[config.mk]
export PLATFORM = sky130hd
export DESIGN_NAME = prg_loader_top
export DESIGN_NICKNAME = d
export VERILOG_FILES = /design/src/prg_loader_pkg.sv /design/src/prg_loader_top.sv /design/src/autotype_keys.sv /design/src/mem_slot_writer.sv /design/src/basic_ptr_injector.sv /design/src/prg_stream_parser.sv /design/src/reset_sequencer.sv
export VERILOG_INCLUDE_DIRS = /design/src /design/src/src
export SDC_FILE = /design/constraint.sdc
export NUM_CORES = 1
export LEC_CHECK = 0
export BUFFER_PORTS_ARGS = -buffer_cell sky130_fd_sc_hd__buf_4
export CORE_ASPECT_RATIO = 1.2
export CORE_MARGIN = 10
export CORE_UTILIZATION = 25
export DETAILED_ROUTE_END_ITERATION = 16
export GPL_TIMING_DRIVEN = 0
export HOLD_SLACK_MARGIN = 0.02
export PLACE_DENSITY = 0.4
export SETUP_SLACK_MARGIN = 0.05
export SLEW_MARGIN = 20
export SYNTH_ARGS = -nofsm -noshare
export SYNTH_HDL_FRONTEND = slang
export SYNTH_HIERARCHICAL = 1
export SYNTH_SLANG_ARGS = --single-unit
[constraint.sdc]
create_clock -name clk_sys -period 2.8 [get_ports clk_sys]
set_input_delay 0.14 -clock clk_sys [delete_from_list [all_inputs] [get_ports clk_sys]]
set_output_delay 0.14 -clock clk_sys [all_outputs]
set_load 0.02 [all_outputs]
[src/prg_loader_params.svh]
/*
 * Reset lengths, key step interval, KERNAL and BASIC addresses and the
 * host stream index of the PRG loader
 */
`ifndef PRG_LOADER_PARAMS_SVH
`define PRG_LOADER_PARAMS_SVH

// ============================================================
// Reset lengths in clk_sys cycles
// ============================================================
`define PRG_COLD_RESET_CYCLES 100000
`define PRG_LOAD_RESET_CYCLES 255

// ============================================================
// Keyboard injection
// ============================================================
// Cycles between two injected key events
`define PRG_KEY_STEP_CYCLES 1280000

// ============================================================
// Addresses and stream
// ============================================================
// KERNAL waits for input here once BASIC is up
`define PRG_KERNAL_READY_ADDR 16'hFFCF
`define PRG_STREAM_INDEX 8'd4
// Zero page scan stops here
`define PRG_ZP_END 9'h100
`define PRG_BASIC_START 16'h0801

`endif
[src/prg_loader_pkg.sv]
/*
 * Shared types of the PRG loader: memory address and data, PS/2 key
 * event, host stream index and the key injector state encoding
 */
`default_nettype none

package prg_loader_pkg;

	// Computer memory bus
	typedef logic [15:0] mem_addr_t;
	typedef logic [7:0]  mem_data_t;

	// PS/2 key event
	// [7:0] scan code, [8] extended, [9] pressed, [10] toggles per event
	typedef logic [10:0] ps2_key_t;

	// Host download stream index
	typedef logic [7:0] stream_idx_t;

	// Key injector FSM
	typedef enum logic [1:0] {
		IDLE = 2'd0,
		WAIT = 2'd1,
		STEP = 2'd2
	} key_state_t;

endpackage

`default_nettype wire

[src/prg_loader_top.sv]
/*
 * PRG loader top level: reset sequencer, stream parser, BASIC pointer
 * injector, memory slot writer and keyboard autotyper
 */
`timescale 1ns/100ps
`default_nettype none
`include "prg_loader_params.svh"

module prg_loader_top #(
	parameter int COLD_RESET_CYCLES = `PRG_COLD_RESET_CYCLES,
	parameter int KEY_STEP_CYCLES   = `PRG_KEY_STEP_CYCLES
) (
	input  logic                        clk_sys,
	input  logic                        reset_n,
	input  logic                        reset_req_i,
	input  logic                        dl_active_i,
	input  prg_loader_pkg::stream_idx_t dl_index_i,
	input  logic                        dl_wr_i,
	input  logic [24:0]                 dl_addr_i,
	input  prg_loader_pkg::mem_data_t   dl_data_i,
	input  logic                        io_cycle_i,
	input  prg_loader_pkg::mem_addr_t   c64_addr_i,
	input  prg_loader_pkg::ps2_key_t    host_key_i,
	output logic                        c64_reset_n_o,
	output logic                        dl_wait_o,
	output logic                        mem_we_o,
	output prg_loader_pkg::mem_addr_t   mem_addr_o,
	output prg_loader_pkg::mem_data_t   mem_data_o,
	output prg_loader_pkg::ps2_key_t    key_o
);
	import prg_loader_pkg::*;

	logic      prg_active;
	logic      prg_done;
	mem_addr_t end_addr;
	logic      byte_req;
	mem_addr_t byte_addr;
	mem_data_t byte_data;
	logic      ptr_req;
	mem_addr_t ptr_addr;
	mem_data_t ptr_data;
	logic      inject_busy;
	logic      inject_done;
	logic      slot_busy;
	logic      reset_wait;

	// Host holds off while a write is pending or the computer is not ready
	assign dl_wait_o = slot_busy | reset_wait;

	reset_sequencer #(
		.COLD_CYCLES(COLD_RESET_CYCLES)
	) reset_sequencer_i (
		.clk_sys      (clk_sys),
		.reset_n      (reset_n),
		.reset_req_i  (reset_req_i),
		.prg_active_i (prg_active),
		.inject_busy_i(inject_busy),
		.c64_addr_i   (c64_addr_i),
		.c64_reset_n_o(c64_reset_n_o),
		.reset_wait_o (reset_wait)
	);

	prg_stream_parser prg_stream_parser_i (
		.clk_sys     (clk_sys),
		.reset_n     (reset_n),
		.dl_active_i (dl_active_i),
		.dl_index_i  (dl_index_i),
		.dl_wr_i     (dl_wr_i),
		.dl_addr_i   (dl_addr_i),
		.dl_data_i   (dl_data_i),
		.prg_active_o(prg_active),
		.prg_done_o  (prg_done),
		.end_addr_o  (end_addr),
		.byte_req_o  (byte_req),
		.byte_addr_o (byte_addr),
		.byte_data_o (byte_data)
	);

	basic_ptr_injector basic_ptr_injector_i (
		.clk_sys      (clk_sys),
		.reset_n      (reset_n),
		.prg_done_i   (prg_done),
		.end_addr_i   (end_addr),
		.slot_busy_i  (slot_busy),
		.ptr_req_o    (ptr_req),
		.ptr_addr_o   (ptr_addr),
		.ptr_data_o   (ptr_data),
		.inject_busy_o(inject_busy),
		.inject_done_o(inject_done)
	);

	mem_slot_writer mem_slot_writer_i (
		.clk_sys    (clk_sys),
		.reset_n    (reset_n),
		.byte_req_i (byte_req),
		.byte_addr_i(byte_addr),
		.byte_data_i(byte_data),
		.ptr_req_i  (ptr_req),
		.ptr_addr_i (ptr_addr),
		.ptr_data_i (ptr_data),
		.io_cycle_i (io_cycle_i),
		.slot_busy_o(slot_busy),
		.mem_we_o   (mem_we_o),
		.mem_addr_o (mem_addr_o),
		.mem_data_o (mem_data_o)
	);

	autotype_keys #(
		.STEP_CYCLES(KEY_STEP_CYCLES)
	) autotype_keys_i (
		.clk_sys      (clk_sys),
		.reset_n      (reset_n),
		.inject_done_i(inject_done),
		.host_key_i   (host_key_i),
		.key_o        (key_o)
	);

endmodule

`default_nettype wire

[src/autotype_keys.sv]
/*
 * Keyboard autotyper: after the pointer injection it types RUN and RETURN
 * into the key stream, then hands the stream back to the host
 */
`timescale 1ns/100ps
`default_nettype none
`include "prg_loader_params.svh"

module autotype_keys #(
	parameter int STEP_CYCLES = `PRG_KEY_STEP_CYCLES
) (
	input  logic                     clk_sys,
	input  logic                     reset_n,
	input  logic                     inject_done_i,
	input  prg_loader_pkg::ps2_key_t host_key_i,
	output prg_loader_pkg::ps2_key_t key_o
);
	import prg_loader_pkg::*;

	// PS/2 set 2 scan codes
	localparam logic [7:0] KEY_R   = 8'h2D;
	localparam logic [7:0] KEY_U   = 8'h3C;
	localparam logic [7:0] KEY_N   = 8'h31;
	localparam logic [7:0] KEY_RET = 8'h5A;

	localparam int TIMER_W = $clog2(STEP_CYCLES + 1);

	key_state_t         state;
	logic [TIMER_W-1:0] step_timer;
	logic [2:0]         step_cnt;
	logic [7:0]         step_code;

	// Two events per key, press then release
	always_comb begin
		case (step_cnt[2:1])
			2'd0:    step_code = KEY_R;
			2'd1:    step_code = KEY_U;
			2'd2:    step_code = KEY_N;
			default: step_code = KEY_RET;
		endcase
	end

	always_ff @(posedge clk_sys) begin
		if (!reset_n) begin
			state      <= IDLE;
			step_timer <= '0;
			step_cnt   <= '0;
			key_o      <= '0;
		end else begin
			case (state)
				IDLE: begin
					key_o <= host_key_i;
					if (inject_done_i) begin
						state      <= WAIT;
						step_timer <= '0;
						step_cnt   <= '0;
					end
				end
				WAIT: begin
					// Key stream frozen between events
					step_timer <= step_timer + 1'b1;
					if (step_timer == TIMER_W'(STEP_CYCLES - 2)) begin
						state <= STEP;
					end
				end
				STEP: begin
					// Strobe toggles from the last value seen by the computer
					key_o      <= {~key_o[10], ~step_cnt[0], 1'b0, step_code};
					step_timer <= '0;
					step_cnt   <= step_cnt + 3'd1;
					state      <= (step_cnt == 3'd7) ? IDLE : WAIT;
				end
				default: state <= IDLE;
			endcase
		end
	end

endmodule

`default_nettype wire

[src/mem_slot_writer.sv]
/*
 * One-entry memory write buffer: holds a parser or injector request and
 * issues it as a single write pulse in the free memory slot
 */
`timescale 1ns/100ps
`default_nettype none

module mem_slot_writer (
	input  logic                      clk_sys,
	input  logic                      reset_n,
	input  logic                      byte_req_i,
	input  prg_loader_pkg::mem_addr_t byte_addr_i,
	input  prg_loader_pkg::mem_data_t byte_data_i,
	input  logic                      ptr_req_i,
	input  prg_loader_pkg::mem_addr_t ptr_addr_i,
	input  prg_loader_pkg::mem_data_t ptr_data_i,
	input  logic                      io_cycle_i,
	output logic                      slot_busy_o,
	output logic                      mem_we_o,
	output prg_loader_pkg::mem_addr_t mem_addr_o,
	output prg_loader_pkg::mem_data_t mem_data_o
);
	import prg_loader_pkg::*;

	logic      io_cycle_d;
	logic      slot_open;
	logic      slot_close;
	mem_addr_t buf_addr;
	mem_data_t buf_data;

	// Write starts right after the slot falls and ends on its second high cycle
	assign slot_open  = io_cycle_d && !io_cycle_i;
	assign slot_close = io_cycle_d && io_cycle_i;

	assign mem_addr_o = buf_addr;
	assign mem_data_o = buf_data;

	always_ff @(posedge clk_sys) begin
		if (!reset_n) begin
			io_cycle_d  <= 1'b0;
			slot_busy_o <= 1'b0;
			mem_we_o    <= 1'b0;
		end else begin
			io_cycle_d <= io_cycle_i;
			if (byte_req_i || ptr_req_i) begin
				slot_busy_o <= 1'b1;
			end
			if (slot_busy_o && !mem_we_o && slot_open) begin
				mem_we_o <= 1'b1;
			end
			if (mem_we_o && slot_close) begin
				mem_we_o    <= 1'b0;
				slot_busy_o <= 1'b0;
			end
		end
	end

	// Request payload, sources never overlap
	always_ff @(posedge clk_sys) begin
		if (byte_req_i) begin
			buf_addr <= byte_addr_i;
			buf_data <= byte_data_i;
		end else if (ptr_req_i) begin
			buf_addr <= ptr_addr_i;
			buf_data <= ptr_data_i;
		end
	end

	req_when_free: assert property (@(posedge clk_sys) disable iff (!reset_n)
		(byte_req_i || ptr_req_i) |-> !slot_busy_o);

endmodule

`default_nettype wire

[src/basic_ptr_injector.sv]
/*
 * BASIC pointer injector: walks zero page after a PRG load and requests
 * the pointer writes that a BASIC LOAD would have made
 */
`timescale 1ns/100ps
`default_nettype none
`include "prg_loader_params.svh"

module basic_ptr_injector (
	input  logic                      clk_sys,
	input  logic                      reset_n,
	input  logic                      prg_done_i,
	input  prg_loader_pkg::mem_addr_t end_addr_i,
	input  logic                      slot_busy_i,
	output logic                      ptr_req_o,
	output prg_loader_pkg::mem_addr_t ptr_addr_o,
	output prg_loader_pkg::mem_data_t ptr_data_o,
	output logic                      inject_busy_o,
	output logic                      inject_done_o
);
	import prg_loader_pkg::*;

	localparam mem_addr_t BASIC_START = `PRG_BASIC_START;

	logic [8:0] zp_addr;
	mem_addr_t  inj_end;
	logic       zp_hit;
	mem_data_t  zp_data;
	logic       can_step;

	// One request at a time, and only once the writer is free
	assign can_step = inject_busy_o && !slot_busy_i && !ptr_req_o;

	// Pointer map of zero page
	always_comb begin
		zp_hit  = 1'b1;
		zp_data = 8'h00;
		case (zp_addr[7:0])
			// TXTTAB keeps its power-on value
			8'h2B: zp_data = BASIC_START[7:0];
			8'h2C: zp_data = BASIC_START[15:8];
			// Save start cleared as after reset
			8'hAC, 8'hAD: zp_data = 8'h00;
			// VARTAB, ARYTAB, STREND and load end all point past the program
			8'h2D, 8'h2F, 8'h31, 8'hAE: zp_data = inj_end[7:0];
			8'h2E, 8'h30, 8'h32, 8'hAF: zp_data = inj_end[15:8];
			default: zp_hit = 1'b0;
		endcase
	end

	always_ff @(posedge clk_sys) begin
		if (!reset_n) begin
			inject_busy_o <= 1'b0;
			inject_done_o <= 1'b0;
			ptr_req_o     <= 1'b0;
			zp_addr       <= '0;
		end else begin
			inject_done_o <= 1'b0;
			ptr_req_o     <= 1'b0;
			if (prg_done_i) begin
				inject_busy_o <= 1'b1;
				zp_addr       <= '0;
			end else if (can_step) begin
				if (zp_addr == `PRG_ZP_END) begin
					inject_busy_o <= 1'b0;
					inject_done_o <= 1'b1;
				end else begin
					ptr_req_o <= zp_hit;
					zp_addr   <= zp_addr + 9'd1;
				end
			end
		end
	end

	always_ff @(posedge clk_sys) begin
		if (prg_done_i) begin
			inj_end <= end_addr_i;
		end
		if (can_step) begin
			ptr_addr_o <= {8'h00, zp_addr[7:0]};
			ptr_data_o <= zp_data;
		end
	end

	ptr_req_slot_free: assert property (@(posedge clk_sys) disable iff (!reset_n)
		ptr_req_o |-> !slot_busy_i);

endmodule

`default_nettype wire

[src/prg_stream_parser.sv]
/*
 * PRG stream parser: takes the load address from the two header bytes
 * and turns each payload byte into a memory write request
 */
`timescale 1ns/100ps
`default_nettype none
`include "prg_loader_params.svh"

module prg_stream_parser (
	input  logic                        clk_sys,
	input  logic                        reset_n,
	input  logic                        dl_active_i,
	input  prg_loader_pkg::stream_idx_t dl_index_i,
	input  logic                        dl_wr_i,
	input  logic [24:0]                 dl_addr_i,
	input  prg_loader_pkg::mem_data_t   dl_data_i,
	output logic                        prg_active_o,
	output logic                        prg_done_o,
	output prg_loader_pkg::mem_addr_t   end_addr_o,
	output logic                        byte_req_o,
	output prg_loader_pkg::mem_addr_t   byte_addr_o,
	output prg_loader_pkg::mem_data_t   byte_data_o
);
	import prg_loader_pkg::*;

	logic      is_prg;
	logic      prg_dl;
	logic      prg_wr;
	logic      hdr_byte;
	mem_addr_t wr_addr;

	assign is_prg   = (dl_index_i == `PRG_STREAM_INDEX);
	assign prg_dl   = dl_active_i && is_prg;
	assign prg_wr   = dl_wr_i && prg_dl;
	// Offsets 0 and 1 carry the load address, little endian
	assign hdr_byte = (dl_addr_i == 25'd0) || (dl_addr_i == 25'd1);

	// Next write address, which is also load address plus payload count
	assign end_addr_o = wr_addr;

	always_ff @(posedge clk_sys) begin
		if (!reset_n) begin
			prg_active_o <= 1'b0;
			prg_done_o   <= 1'b0;
			byte_req_o   <= 1'b0;
		end else begin
			prg_active_o <= prg_dl;
			prg_done_o   <= prg_active_o && !prg_dl;
			byte_req_o   <= prg_wr && !hdr_byte;
		end
	end

	// ============================================================
	// Address counter and request payload
	// ============================================================
	always_ff @(posedge clk_sys) begin
		if (prg_wr) begin
			if (dl_addr_i == 25'd0) begin
				wr_addr[7:0] <= dl_data_i;
			end else if (dl_addr_i == 25'd1) begin
				wr_addr[15:8] <= dl_data_i;
			end else begin
				byte_addr_o <= wr_addr;
				byte_data_o <= dl_data_i;
				wr_addr     <= wr_addr + 16'd1;
			end
		end
	end

endmodule

`default_nettype wire

[src/reset_sequencer.sv]
/*
 * Computer reset sequencer: cold reset counter, short reset at the start
 * of a PRG download and the wait for the KERNAL ready address
 */
`timescale 1ns/100ps
`default_nettype none
`include "prg_loader_params.svh"

module reset_sequencer #(
	parameter int COLD_CYCLES = `PRG_COLD_RESET_CYCLES,
	parameter int LOAD_CYCLES = `PRG_LOAD_RESET_CYCLES
) (
	input  logic                      clk_sys,
	input  logic                      reset_n,
	input  logic                      reset_req_i,
	input  logic                      prg_active_i,
	input  logic                      inject_busy_i,
	input  prg_loader_pkg::mem_addr_t c64_addr_i,
	output logic                      c64_reset_n_o,
	output logic                      reset_wait_o
);

	localparam int MAX_CYCLES = (COLD_CYCLES > LOAD_CYCLES) ? COLD_CYCLES : LOAD_CYCLES;
	localparam int CNT_W = $clog2(MAX_CYCLES + 1);

	logic [CNT_W-1:0] reset_cnt;
	logic             prg_active_d;
	logic             prg_start;

	assign prg_start = prg_active_i && !prg_active_d;

	always_ff @(posedge clk_sys) begin
		if (!reset_n || reset_req_i) begin
			prg_active_d  <= 1'b0;
			reset_cnt     <= CNT_W'(COLD_CYCLES);
			c64_reset_n_o <= 1'b0;
			reset_wait_o  <= 1'b0;
		end else begin
			prg_active_d <= prg_active_i;
			if (prg_start) begin
				// New PRG: short reset, then hold the host until BASIC is up
				reset_wait_o  <= 1'b1;
				reset_cnt     <= CNT_W'(LOAD_CYCLES);
				c64_reset_n_o <= 1'b0;
			end else if ((prg_active_i || inject_busy_i) && !reset_wait_o) begin
				// Counter frozen while memory is being filled
				reset_cnt <= reset_cnt;
			end else if (reset_cnt == '0) begin
				c64_reset_n_o <= 1'b1;
				if (reset_wait_o && c64_reset_n_o && c64_addr_i == `PRG_KERNAL_READY_ADDR) begin
					reset_wait_o <= 1'b0;
				end
			end else begin
				reset_cnt <= reset_cnt - 1'b1;
			end
		end
	end

	// The wait only ever starts together with a fresh reset
	reset_wait_in_reset: assert property (@(posedge clk_sys) disable iff (!reset_n)
		$rose(reset_wait_o) |-> !c64_reset_n_o);

endmodule

`default_nettype wire

==> results of run 1 <==
## power groups by stage
| stage | combinational [mW] | sequential [mW] | clock (mW) |
|---|---|---|---|
| 6_report | 0.235 | 2.66 | 2.43 |
| 3_3_place_gp | 0.224 | 2.71 | 0 |
| 5_1_grt | 0.263 | 2.66 | 2.61 |
| 4_1_cts | 0.241 | 2.66 | 2.51 |
| 2_1_floorplan | 0.0869 | 2.72 | 0 |
| 3_5_place_dp | 0.224 | 2.71 | 0 |
## cells by family after synthesis
kind of cell | Yosys count | synth area share
other | 1 | 0.000472
AND/OR/NAND/NOR | 246 | 0.179
flip-flops | 171 | 0.551
buffers and inverters | 57 | 0.0439
AO/OA/AOI/OAI | 96 | 0.0892
adder cells (fa/ha/maj) | 10 | 0.0157
multiplexers | 55 | 0.0842
XOR/XNOR | 33 | 0.0363
## flip-flops by register name (all words and copies together), names as in the netlist, 2 cells and up
| signal | flops |
|---|---|
| prg_stream_parser_i/end_addr_o | 16 |
| autotype_keys_i/step_cnt | 3 |
| basic_ptr_injector_i/inj_end | 16 |
| basic_ptr_injector_i/ptr_data_o | 8 |
| prg_stream_parser_i/byte_addr_o | 16 |
| basic_ptr_injector_i/zp_addr | 9 |
| prg_stream_parser_i/byte_data_o | 8 |
| mem_slot_writer_i/mem_data_o | 8 |
| autotype_keys_i/state | 2 |
| autotype_keys_i/step_timer | 21 |
| mem_slot_writer_i/mem_addr_o | 16 |
| reset_sequencer_i/reset_cnt | 17 |
| autotype_keys_i/key_o | 11 |
| basic_ptr_injector_i/ptr_addr_o | 8 |
## cell usage after synthesis (11+ instances only)
cell and count:
edfxtp_1 96, dfxtp_1 75, nor2_1 50, nand2_1 41, xnor2_1 25, mux2_2 23
nand3_1 23, a21oi_1 21, inv_1 21, nand4_1 19, mux2_4 18, nor3_1 18
o21ai_0 18, nor4_1 17, mux2i_1 14, clkbuf_1 12, and2_1 11
## metrics by stage
stage          std cells  hold slack, ns
5_1_grt             1235          0.0760
6_report            1235          0.0797
3_5_place_dp        1189           0.353
3_3_place_gp        1188           0.358
4_1_cts             1235          0.0665
2_1_floorplan        676           0.235
## repair_timing
| action | 4_1_cts | 5_1_grt |
|---|---|---|
| hold buffers | 14 | 0 |
| gates resized for setup | 0 | 0 |
| hold endpoints to repair | 19 | 0 |
| setup endpoints to repair | 0 | 0 |
## worst paths after layout
kind | startpoint | to | slack [ns] | cells past startpoint
setup reg to reg | reset_sequencer_i/reset_cnt[0]$_SDFFE_PP0P_ | reset_sequencer_i/reset_cnt[1]$_SDFFE_PP0P_ | 0.50 | 7
setup / recovery | reset_sequencer_i/reset_cnt[0]$_SDFFE_PP0P_ | reset_sequencer_i/reset_cnt[1]$_SDFFE_PP0P_ | 0.50 | 7
hold / removal | reset_n | prg_stream_parser_i/prg_active_o$_SDFF_PN0_ | 0.08 | 2
hold reg to reg | basic_ptr_injector_i/zp_addr[5]$_SDFFE_PP0P_ | basic_ptr_injector_i/ptr_addr_o[5]$_DFFE_PP_ | 0.45 | 0
## per-layer routing
layer	GRT usage	vias up	part of all wire
met1	0.129	2616	0.44
met4	0.0253	0	0.010
met2	0.175	108	0.50
met5	0	-	0
li1	-	2777	-
met3	0.0299	15	0.052
## final cells by class
type | instances | area (um^2)
buffer | 34 | 263
clock buffer | 17 | 425
clock inverter | 15 | 173
fill | 3171 | 21300
inverter | 23 | 86.3
multi-input combinational | 448 | 3250
sequential | 171 | 4380
tap | 401 | 502
timing repair buffer | 126 | 1000
==> out/metrics.cfg, run 1 <==
[status]
status = finished, final reports clean

[floorplanning]
rows = 71
io_pins = 112
coreArea_um2 = 31400
start_util = 0.254
die_w_um = 183
die_area_um2 = 39400
fp.dieH_um = 215

[clocking]
clock-sinks = 171
cts_setup_buffers = 0
clkTransAtPathRegs_ns = 0.08
cts_buffer_depth = 2
clockRootBuffer = clkbuf_16
clk_latency_ns = 0.43
cts_tree = yes
htreeDepth = 4
cts_made_buffers = 17

[placed_design]
dpl_cell_area_um2 = 9350
dp_hpwl_um = 15300
io_buffer_count = 111
gp_congestion = 0.730
dp_slack_ns = 0.521

[timing]
final_max_slew_viol_count = 0
fin_tns_setup_ns = 0
skew_ns = 0.0200
grt_setup_unrepaired = no
fin_ws_ns = 0.503
setup_viol = 0
fin_crit_sh = 0.820
slew_headroom = 0.398
worstMarginPinSlew_ns = 0.902
hold_viol = 0
min_period_ns = 2.30
max_freq_ghz = 0.435

[power_and_ir_drop]
total_power_mw = 5.32
power.share.clock = 0.457
switching_power_mw = 1.26
swShare = 0.237
combPwrFrac = 0.044
seqPwrFrac = 0.499
power.internal_mw = 4.06
p_per_area_nw_per_um2 = 527
p_leak_nw = 3.62
vdd_drop_max_uv = 281

[critical_path]
end_kind = flop
slowest_stage = nor4b_1
arrival_ns = 2.66
crit_family = simple AND/OR/NAND/NOR gates
worstSetupPathType = reg -> reg
critPathMaxStageDelay_ns = 0.51
worstPathBufferInverterCount = 1
path_cells = inv_1 -> ha_1 -> nor4b_1 -> nand2_1 -> o21ai_4 -> mux2_2 -> a21oi_1
cp.required_ns = 3.17
crit_fanout = 6
crit_path_start_kind = flop

[layout]
final_cell_mix = 121 x buf_4, 96 x edfxtp_1, 75 x dfxtp_1, 49 x nor2_1, 41 x nand2_1
area_growth_pct = 26.8
final_util = 0.322
drive_above_1_share = 0.283
final_common_cell = buf_4
finalInstanceArea_um2 = 10100
antennaDiodeCount = 0
finalNetCount = 905

[route]
vias_per_cell = 4.47
routed_wl_um = 20600
ant_nets = 0
drt_iter0_markers = 255
vias = 5516
drtPass1Iterations = 5
post-route-drc-count = 0
wl_per_cell_um = 16.7

[global_routing]
antenna_found_initial = 0
grt_overflow = 0
grt_usage = 0.105
grt_start_max_net_pins = 25
grt_pass1_wl_um = 32600
first_global_vias = 5665

[yosys]
ys_top_cells_by_area = edfxtp_1 36%, dfxtp_1 19%, mux2_4 3.4%
synth_edf_count = 96
synth-seq-cells = 171
syn_avg_cell_area_um2 = 11.9
synth_area_um2 = 7950
yosysTopAreaCellShare = 0.363
syn_inst = 669
async_flop_share = 0
ys_warn_count = 6
yosysTopAreaCell = edfxtp_1
yosysUniqueCellTypes = 85
yosysSeqAreaShare = 0.551
synth_ff_type = edfxtp_1

[min_path]
min_path_type = in -> reg

[run]
cap_violations = 0

No activity file was read; power rests on OpenSTA's default activity.
==> run 2: changes to the inputs <==
--- a/config.mk
+++ b/config.mk
@@ -13,7 +13,7 @@
 export DETAILED_ROUTE_END_ITERATION = 16
 export GPL_TIMING_DRIVEN = 0
 export HOLD_SLACK_MARGIN = 0.02
-export PLACE_DENSITY = 0.4
+export PLACE_DENSITY = 0.42
 export SETUP_SLACK_MARGIN = 0.05
 export SLEW_MARGIN = 20
 export SYNTH_ARGS = -nofsm -noshare
==> constraint.sdc (replaced) <==
create_clock -name clk_sys -period 1.9 [get_ports clk_sys]
set_input_delay 0.095 -clock clk_sys [delete_from_list [all_inputs] [get_ports clk_sys]]
set_output_delay 0.095 -clock clk_sys [all_outputs]
set_load 0.02 [all_outputs]
==> out/metrics.cfg, run 2 (synthesis results as in run 1) <==
[timing]
worstMarginPinSlew_ns = 0.864  ; -0.0385 ns
setup_viol = 0  ; unchanged
hold_viol = 0  ; unchanged
skew_ns = 0.00855  ; -0.0114 ns
min_period_ns = 1.87  ; -0.431 ns
max_freq_ghz = 0.536  ; +23%
timing.hold.ws_ns = 0.0460  ; -0.0337 ns
slew_headroom = 0.422  ; +0.0243
grt_setup_unrepaired = yes
final_max_slew_viol_count = 0  ; unchanged
fin_crit_sh = 0.982  ; +0.162

[layout]
final_cell_mix = 138 x buf_4, 96 x edfxtp_1, 69 x dfxtp_1, 49 x nor2_1, 40 x nand2_1
regMostFlops = autotype_keys_i/step_timer
finalNetCount = 920  ; +1.7%
drive_above_1_share = 0.331  ; +0.0480
antennaDiodeCount = 0  ; unchanged
finalInstanceArea_um2 = 10300  ; +2.5%
area_growth_pct = 30.0
largest_reg_flops = 21  ; unchanged
final_common_cell = buf_4
fillers = 3226  ; +1.7%
reg_top3 = autotype_keys_i/step_timer x21, reset_sequencer_i/reset_cnt x17

[floorplanning]
die_w_um = 183  ; unchanged
start_util = 0.254  ; unchanged
fp.dieH_um = 215  ; unchanged
io_pins = 112  ; unchanged
die_area_um2 = 39400  ; unchanged
coreArea_um2 = 31400  ; unchanged
rows = 71  ; unchanged

[route]
wl_per_cell_um = 16.4  ; -1.4%
drt_iter0_markers = 240  ; -5.9%
post-route-drc-count = 0  ; unchanged
ant_nets = 0  ; unchanged
vias = 5647  ; +2.4%
routed_wl_um = 20500  ; -0.21%
drtPass1Iterations = 4  ; -1
vias_per_cell = 4.52  ; +1.1%

[global_routing]
first_global_vias = 5777  ; +2.0%
grt_start_max_net_pins = 25  ; unchanged
grt_overflow = 0  ; unchanged
grt_usage = 0.103  ; -0.00172
antenna_found_initial = 0  ; unchanged
grt_pass1_wl_um = 32100  ; -1.6%

[clocking]
cts_tree = yes
cts_buffer_depth = 2  ; unchanged
htreeDepth = 4  ; unchanged
clock-sinks = 171  ; unchanged
clk_latency_ns = 0.44  ; about the same
clockRootBuffer = clkbuf_16
clkTransAtPathRegs_ns = 0.07  ; about the same
cts_made_buffers = 17  ; unchanged

[placed_design]
io_buffer_count = 111  ; unchanged
dp_hpwl_um = 14800  ; -2.9%
dpl_cell_area_um2 = 9370  ; +0.19%
gp_congestion = 0.732  ; +0.15%

[power_and_ir_drop]
p_per_area_nw_per_um2 = 731  ; +39%
total_power_mw = 7.56  ; +42%
p_leak_nw = 3.71  ; +2.6%
vdd_drop_max_uv = 397  ; +41%

[status]
status = finished, final reports clean

[min_path]
min_path_type = in -> reg

[critical_path]
crit_path_start_kind = flop
cp.required_ns = 2.27  ; -0.90 ns
worstSetupPathType = reg -> reg
arrival_ns = 2.24  ; -0.42 ns
crit_fanout = 6  ; unchanged
reg2reg_slack_ns = 0.03  ; -0.47 ns
end_kind = flop

[run]
cap_violations = 0  ; unchanged

==> run 2: path summary, 6_finish.rpt <==
check / cells after the start / endpoint / start
worst max-delay path: 5 / reset_sequencer_i/reset_cnt[1]$_SDFFE_PP0P_ / reset_sequencer_i/reset_cnt[12]$_SDFFE_PP0P_
worst min-delay path: 4 / autotype_keys_i/key_o[0]$_SDFFE_PN0P_ / host_key_i[0]
worst max register to register: 5 / reset_sequencer_i/reset_cnt[1]$_SDFFE_PP0P_ / reset_sequencer_i/reset_cnt[12]$_SDFFE_PP0P_
worst min register to register: 0 / basic_ptr_injector_i/ptr_addr_o[5]$_DFFE_PP_ / basic_ptr_injector_i/zp_addr[5]$_SDFFE_PP0P_
==> run 2: repair_timing <==
| action | CTS | global route |
|---|---|---|
| hold buffers | 15 | 0 |
| gates cloned | 0 | 0 |
| endpoints found under the setup margin | 45 | 49 |
| endpoints found under the hold margin | 36 | 0 |
| resized for setup | 14 | 27 |
| buffers inserted | 4 | 14 |
| pin swaps | 4 | 12 |
==> run 2: layout make-up <==
| class | count | area (um^2) | share of cell area |
|---|---|---|---|
| flip-flops and latches | 171 | 4400 | 0.425 |
| clock buffers | 18 | 429 | 0.0415 |
| well taps | 401 | 502 | 0.0485 |
| plain buffers | 30 | 240 | 0.0232 |
| inverters | 23 | 90.1 | 0.00872 |
| multi-input cells | 448 | 3420 | 0.331 |
| clock inverters | 14 | 111 | 0.0108 |
| repair buffers | 145 | 1150 | 0.111 |
==> run 2: routing by layer <==
metal / GRT usage / part of all wire / up-vias
met1: 0.125 / 0.45 / 2715
li1: - / - / 2799
met2: 0.171 / 0.49 / 110
met3: 0.0232 / 0.046 / 23
met5: 0 / 0 / -
met4: 0.0417 / 0.017 / 0
==> run 2: worst max-delay path, stage by stage, from the launching register on <==
cell     delay [ns]
dfxtp_2        0.33
or3_4          0.41
or3_4          0.45
o21ai_4        0.19
mux2_4         0.31
a21oi_2        0.11
==> run 2: stage by stage <==
step | utilization | TNS [ns] | setup slack (ns) | cells
global route | 0.330 | -0.0218 | -0.0218 | 1250
floorplan | - | -0.0467 | -0.0467 | 676
CTS | 0.323 | 0 | 0.00434 | 1239
detailed placement | 0.299 | -8.21 | -0.278 | 1189
finish | 0.330 | 0 | 0.0340 | 1250
global placement | 0.298 | -23.16 | -0.706 | 1188
==> run 2: report_power, final <==
| part | total, mW | switching [mW] | internal (mW) |
|---|---|---|---|
| clock network | 3.27 | 1.58 | 1.70 |
| registers | 3.92 | 0.0246 | 3.89 |
| logic | 0.365 | 0.149 | 0.215 |
==> run 3: changes to the inputs <==
--- a/config.mk
+++ b/config.mk
@@ -9,12 +9,13 @@
 export BUFFER_PORTS_ARGS = -buffer_cell sky130_fd_sc_hd__buf_4
 export CORE_ASPECT_RATIO = 1.2
 export CORE_MARGIN = 10
-export CORE_UTILIZATION = 25
+export CORE_UTILIZATION = 50
 export DETAILED_ROUTE_END_ITERATION = 16
 export GPL_TIMING_DRIVEN = 0
 export HOLD_SLACK_MARGIN = 0.02
-export PLACE_DENSITY = 0.42
+export PLACE_DENSITY = 0.73
 export SETUP_SLACK_MARGIN = 0.05
+export SKIP_LAST_GASP = 1
 export SLEW_MARGIN = 20
 export SYNTH_ARGS = -nofsm -noshare
 export SYNTH_HDL_FRONTEND = slang
==> out/metrics.cfg, run 3 (synthesis results as in run 1) <==
[power_and_ir_drop]
swShare = 0.194  ; -0.0380
total_power_mw = 7.80  ; +3.2%
combPwrFrac = 0.048  ; about the same
power.share.clock = 0.449  ; +0.016
p_per_area_nw_per_um2 = 773  ; +5.7%
p_leak_nw = 3.73  ; +0.30%
seqPwrFrac = 0.503  ; -0.015
power.internal_mw = 6.29  ; +8.3%
switching_power_mw = 1.51  ; -14%
vdd_drop_max_uv = 655  ; +65%

[timing]
min_period_ns = 1.90  ; +0.0340 ns
fin_crit_sh = 1.00  ; +0.0179
slew_headroom = 0.473  ; +0.0505
hold_viol = 0  ; unchanged
final_max_slew_viol_count = 0  ; unchanged
grt_setup_unrepaired = yes
setup_viol = 1  ; +1
fin_ws_ns = -0.0000115  ; -0.0340 ns
worstMarginPinSlew_ns = 0.788  ; -0.0755 ns
max_freq_ghz = 0.526  ; -1.8%
fin_tns_setup_ns = -0.0000115  ; -0.0000115 ns
timing.hold.ws_ns = 0.0382  ; -0.00779 ns
skew_ns = 0.00771  ; -0.000849 ns

[floorplanning]
start_util = 0.508  ; +0.255
coreArea_um2 = 15600  ; -50%
die_w_um = 135  ; -26%
rows = 50  ; -30%
fp.dieH_um = 158  ; -27%
io_pins = 112  ; unchanged
die_area_um2 = 21400  ; -46%

[run]
cap_violations = 0  ; unchanged

[clocking]
cts_made_buffers = 17  ; unchanged
clockRootBuffer = clkbuf_16
htreeDepth = 4  ; unchanged
clk_latency_ns = 0.42  ; -0.02 ns
clkTransAtPathRegs_ns = 0.06  ; about the same
clock-sinks = 171  ; unchanged
cts_tree = yes
cts_buffer_depth = 2  ; unchanged

[route]
vias_per_cell = 5.44  ; +20%
drt_iter0_markers = 340  ; +42%
drtPass1Iterations = 4  ; unchanged
ant_nets = 0  ; unchanged
vias = 5716  ; +1.2%
routed_wl_um = 17900  ; -13%
post-route-drc-count = 0  ; unchanged
wl_per_cell_um = 17.0  ; +3.7%

[critical_path]
cp.required_ns = 2.24  ; -0.03 ns
crit_fanout = 6  ; unchanged
crit_path_start_kind = flop
worstSetupPathType = reg -> reg
arrival_ns = 2.24  ; about the same
end_kind = flop

[layout]
antennaDiodeCount = 0  ; unchanged
regMostFlops = autotype_keys_i/step_timer
final_common_cell = buf_4
reg_top3 = autotype_keys_i/step_timer x21, reset_sequencer_i/reset_cnt x17
finalInstanceArea_um2 = 10100  ; -2.3%
drive_above_1_share = 0.323  ; -0.00832
largest_reg_flops = 21  ; unchanged
fillers = 1226  ; -62%
final_cell_mix = 134 x buf_4, 96 x edfxtp_1, 68 x dfxtp_1, 49 x nor2_1, 40 x nand2_1
area_growth_pct = 27.0
finalNetCount = 914  ; -0.65%

[global_routing]
grt_pass1_wl_um = 29000  ; -9.7%
antenna_found_initial = 0  ; unchanged
grt_start_max_net_pins = 25  ; unchanged
grt_usage = 0.169  ; +0.0660
grt_overflow = 0  ; unchanged
first_global_vias = 5848  ; +1.2%

[status]
status = finished, violations left
violations = setup timing

[placed_design]
dpl_cell_area_um2 = 9100  ; -2.9%
io_buffer_count = 111  ; unchanged
gp_congestion = 0.877  ; +20%
dp_hpwl_um = 12900  ; -13%

[min_path]
min_path_type = in -> reg

-- run 3: worst max-delay path: stages, from the launching register on --
cell and delay, ns:
dfxtp_2 0.33, or3_4 0.40, or3_4 0.44, o21ai_4 0.19, mux2_4 0.32, a21oi_2 0.14
-- run 3: final timing paths --
kind | slack, ns | endpoint | cells after the start | startpoint
setup / recovery | -0.00001 | reset_sequencer_i/reset_cnt[1]$_SDFFE_PP0P_ | 5 | reset_sequencer_i/reset_cnt[15]$_SDFFE_PP1P_
hold / removal | 0.04 | basic_ptr_injector_i/inject_busy_o$_SDFFE_PN0P_ | 2 | reset_n
setup reg to reg | -0.00001 | reset_sequencer_i/reset_cnt[1]$_SDFFE_PP0P_ | 5 | reset_sequencer_i/reset_cnt[15]$_SDFFE_PP1P_
hold reg to reg | 0.44 | basic_ptr_injector_i/ptr_addr_o[5]$_DFFE_PP_ | 0 | basic_ptr_injector_i/zp_addr[5]$_SDFFE_PP0P_
-- run 3: area by class of cell --
type	count	area [um^2]	area share
inverters	23	90.1	0.00892
clock inverters	6	83.8	0.00830
flip-flops and latches	171	4400	0.436
multi-input cells	448	3420	0.339
repair buffers	139	1080	0.107
clock buffers	26	523	0.0518
well taps	208	260	0.0258
plain buffers	30	239	0.0237
-- run 3: power by group through the flow --
stage               Sequential (mW)  Combinational (mW)  Clock [mW]
CTS                            3.92               0.359        3.57
global route                   3.92               0.410        3.72
detailed placement             4.00               0.326           0
floorplan                      4.01               0.131           0
finish                         3.92               0.376        3.50
global placement               4.00               0.318           0
-- run 3: metal layers --
| layer | track usage | share of wire | vias to the layer above | wire (um) |
|---|---|---|---|---|
| met5 | 0 | 0 | - | 0 |
| met3 | 0.0514 | 0.054 | 23 | 975 |
| met4 | 0.0508 | 0.017 | 0 | 308 |
| li1 | - | - | 2781 | - |
| met2 | 0.295 | 0.52 | 153 | 9230 |
| met1 | 0.194 | 0.41 | 2759 | 7390 |
-- run 3: what timing repair did --
| action | 4_1_cts | 5_1_grt |
|---|---|---|
| buffers inserted | 3 | 11 |
| hold buffers | 14 | 0 |
| pin swaps | 7 | 15 |
| endpoints found under the setup margin | 25 | 37 |
| hold endpoints to repair | 33 | 0 |
| resized for setup | 13 | 25 |
-- run 3: through the flow --
stage | util | setup WS [ns] | std cells
after floorplan | - | -0.0467 | 676
after global placement | 0.581 | -0.420 | 995
after detailed placement | 0.582 | -0.185 | 995
after CTS | 0.634 | 0.0273 | 1042
after global routing | 0.645 | -0.0427 | 1051
final | 0.645 | -0.0000115 | 1051
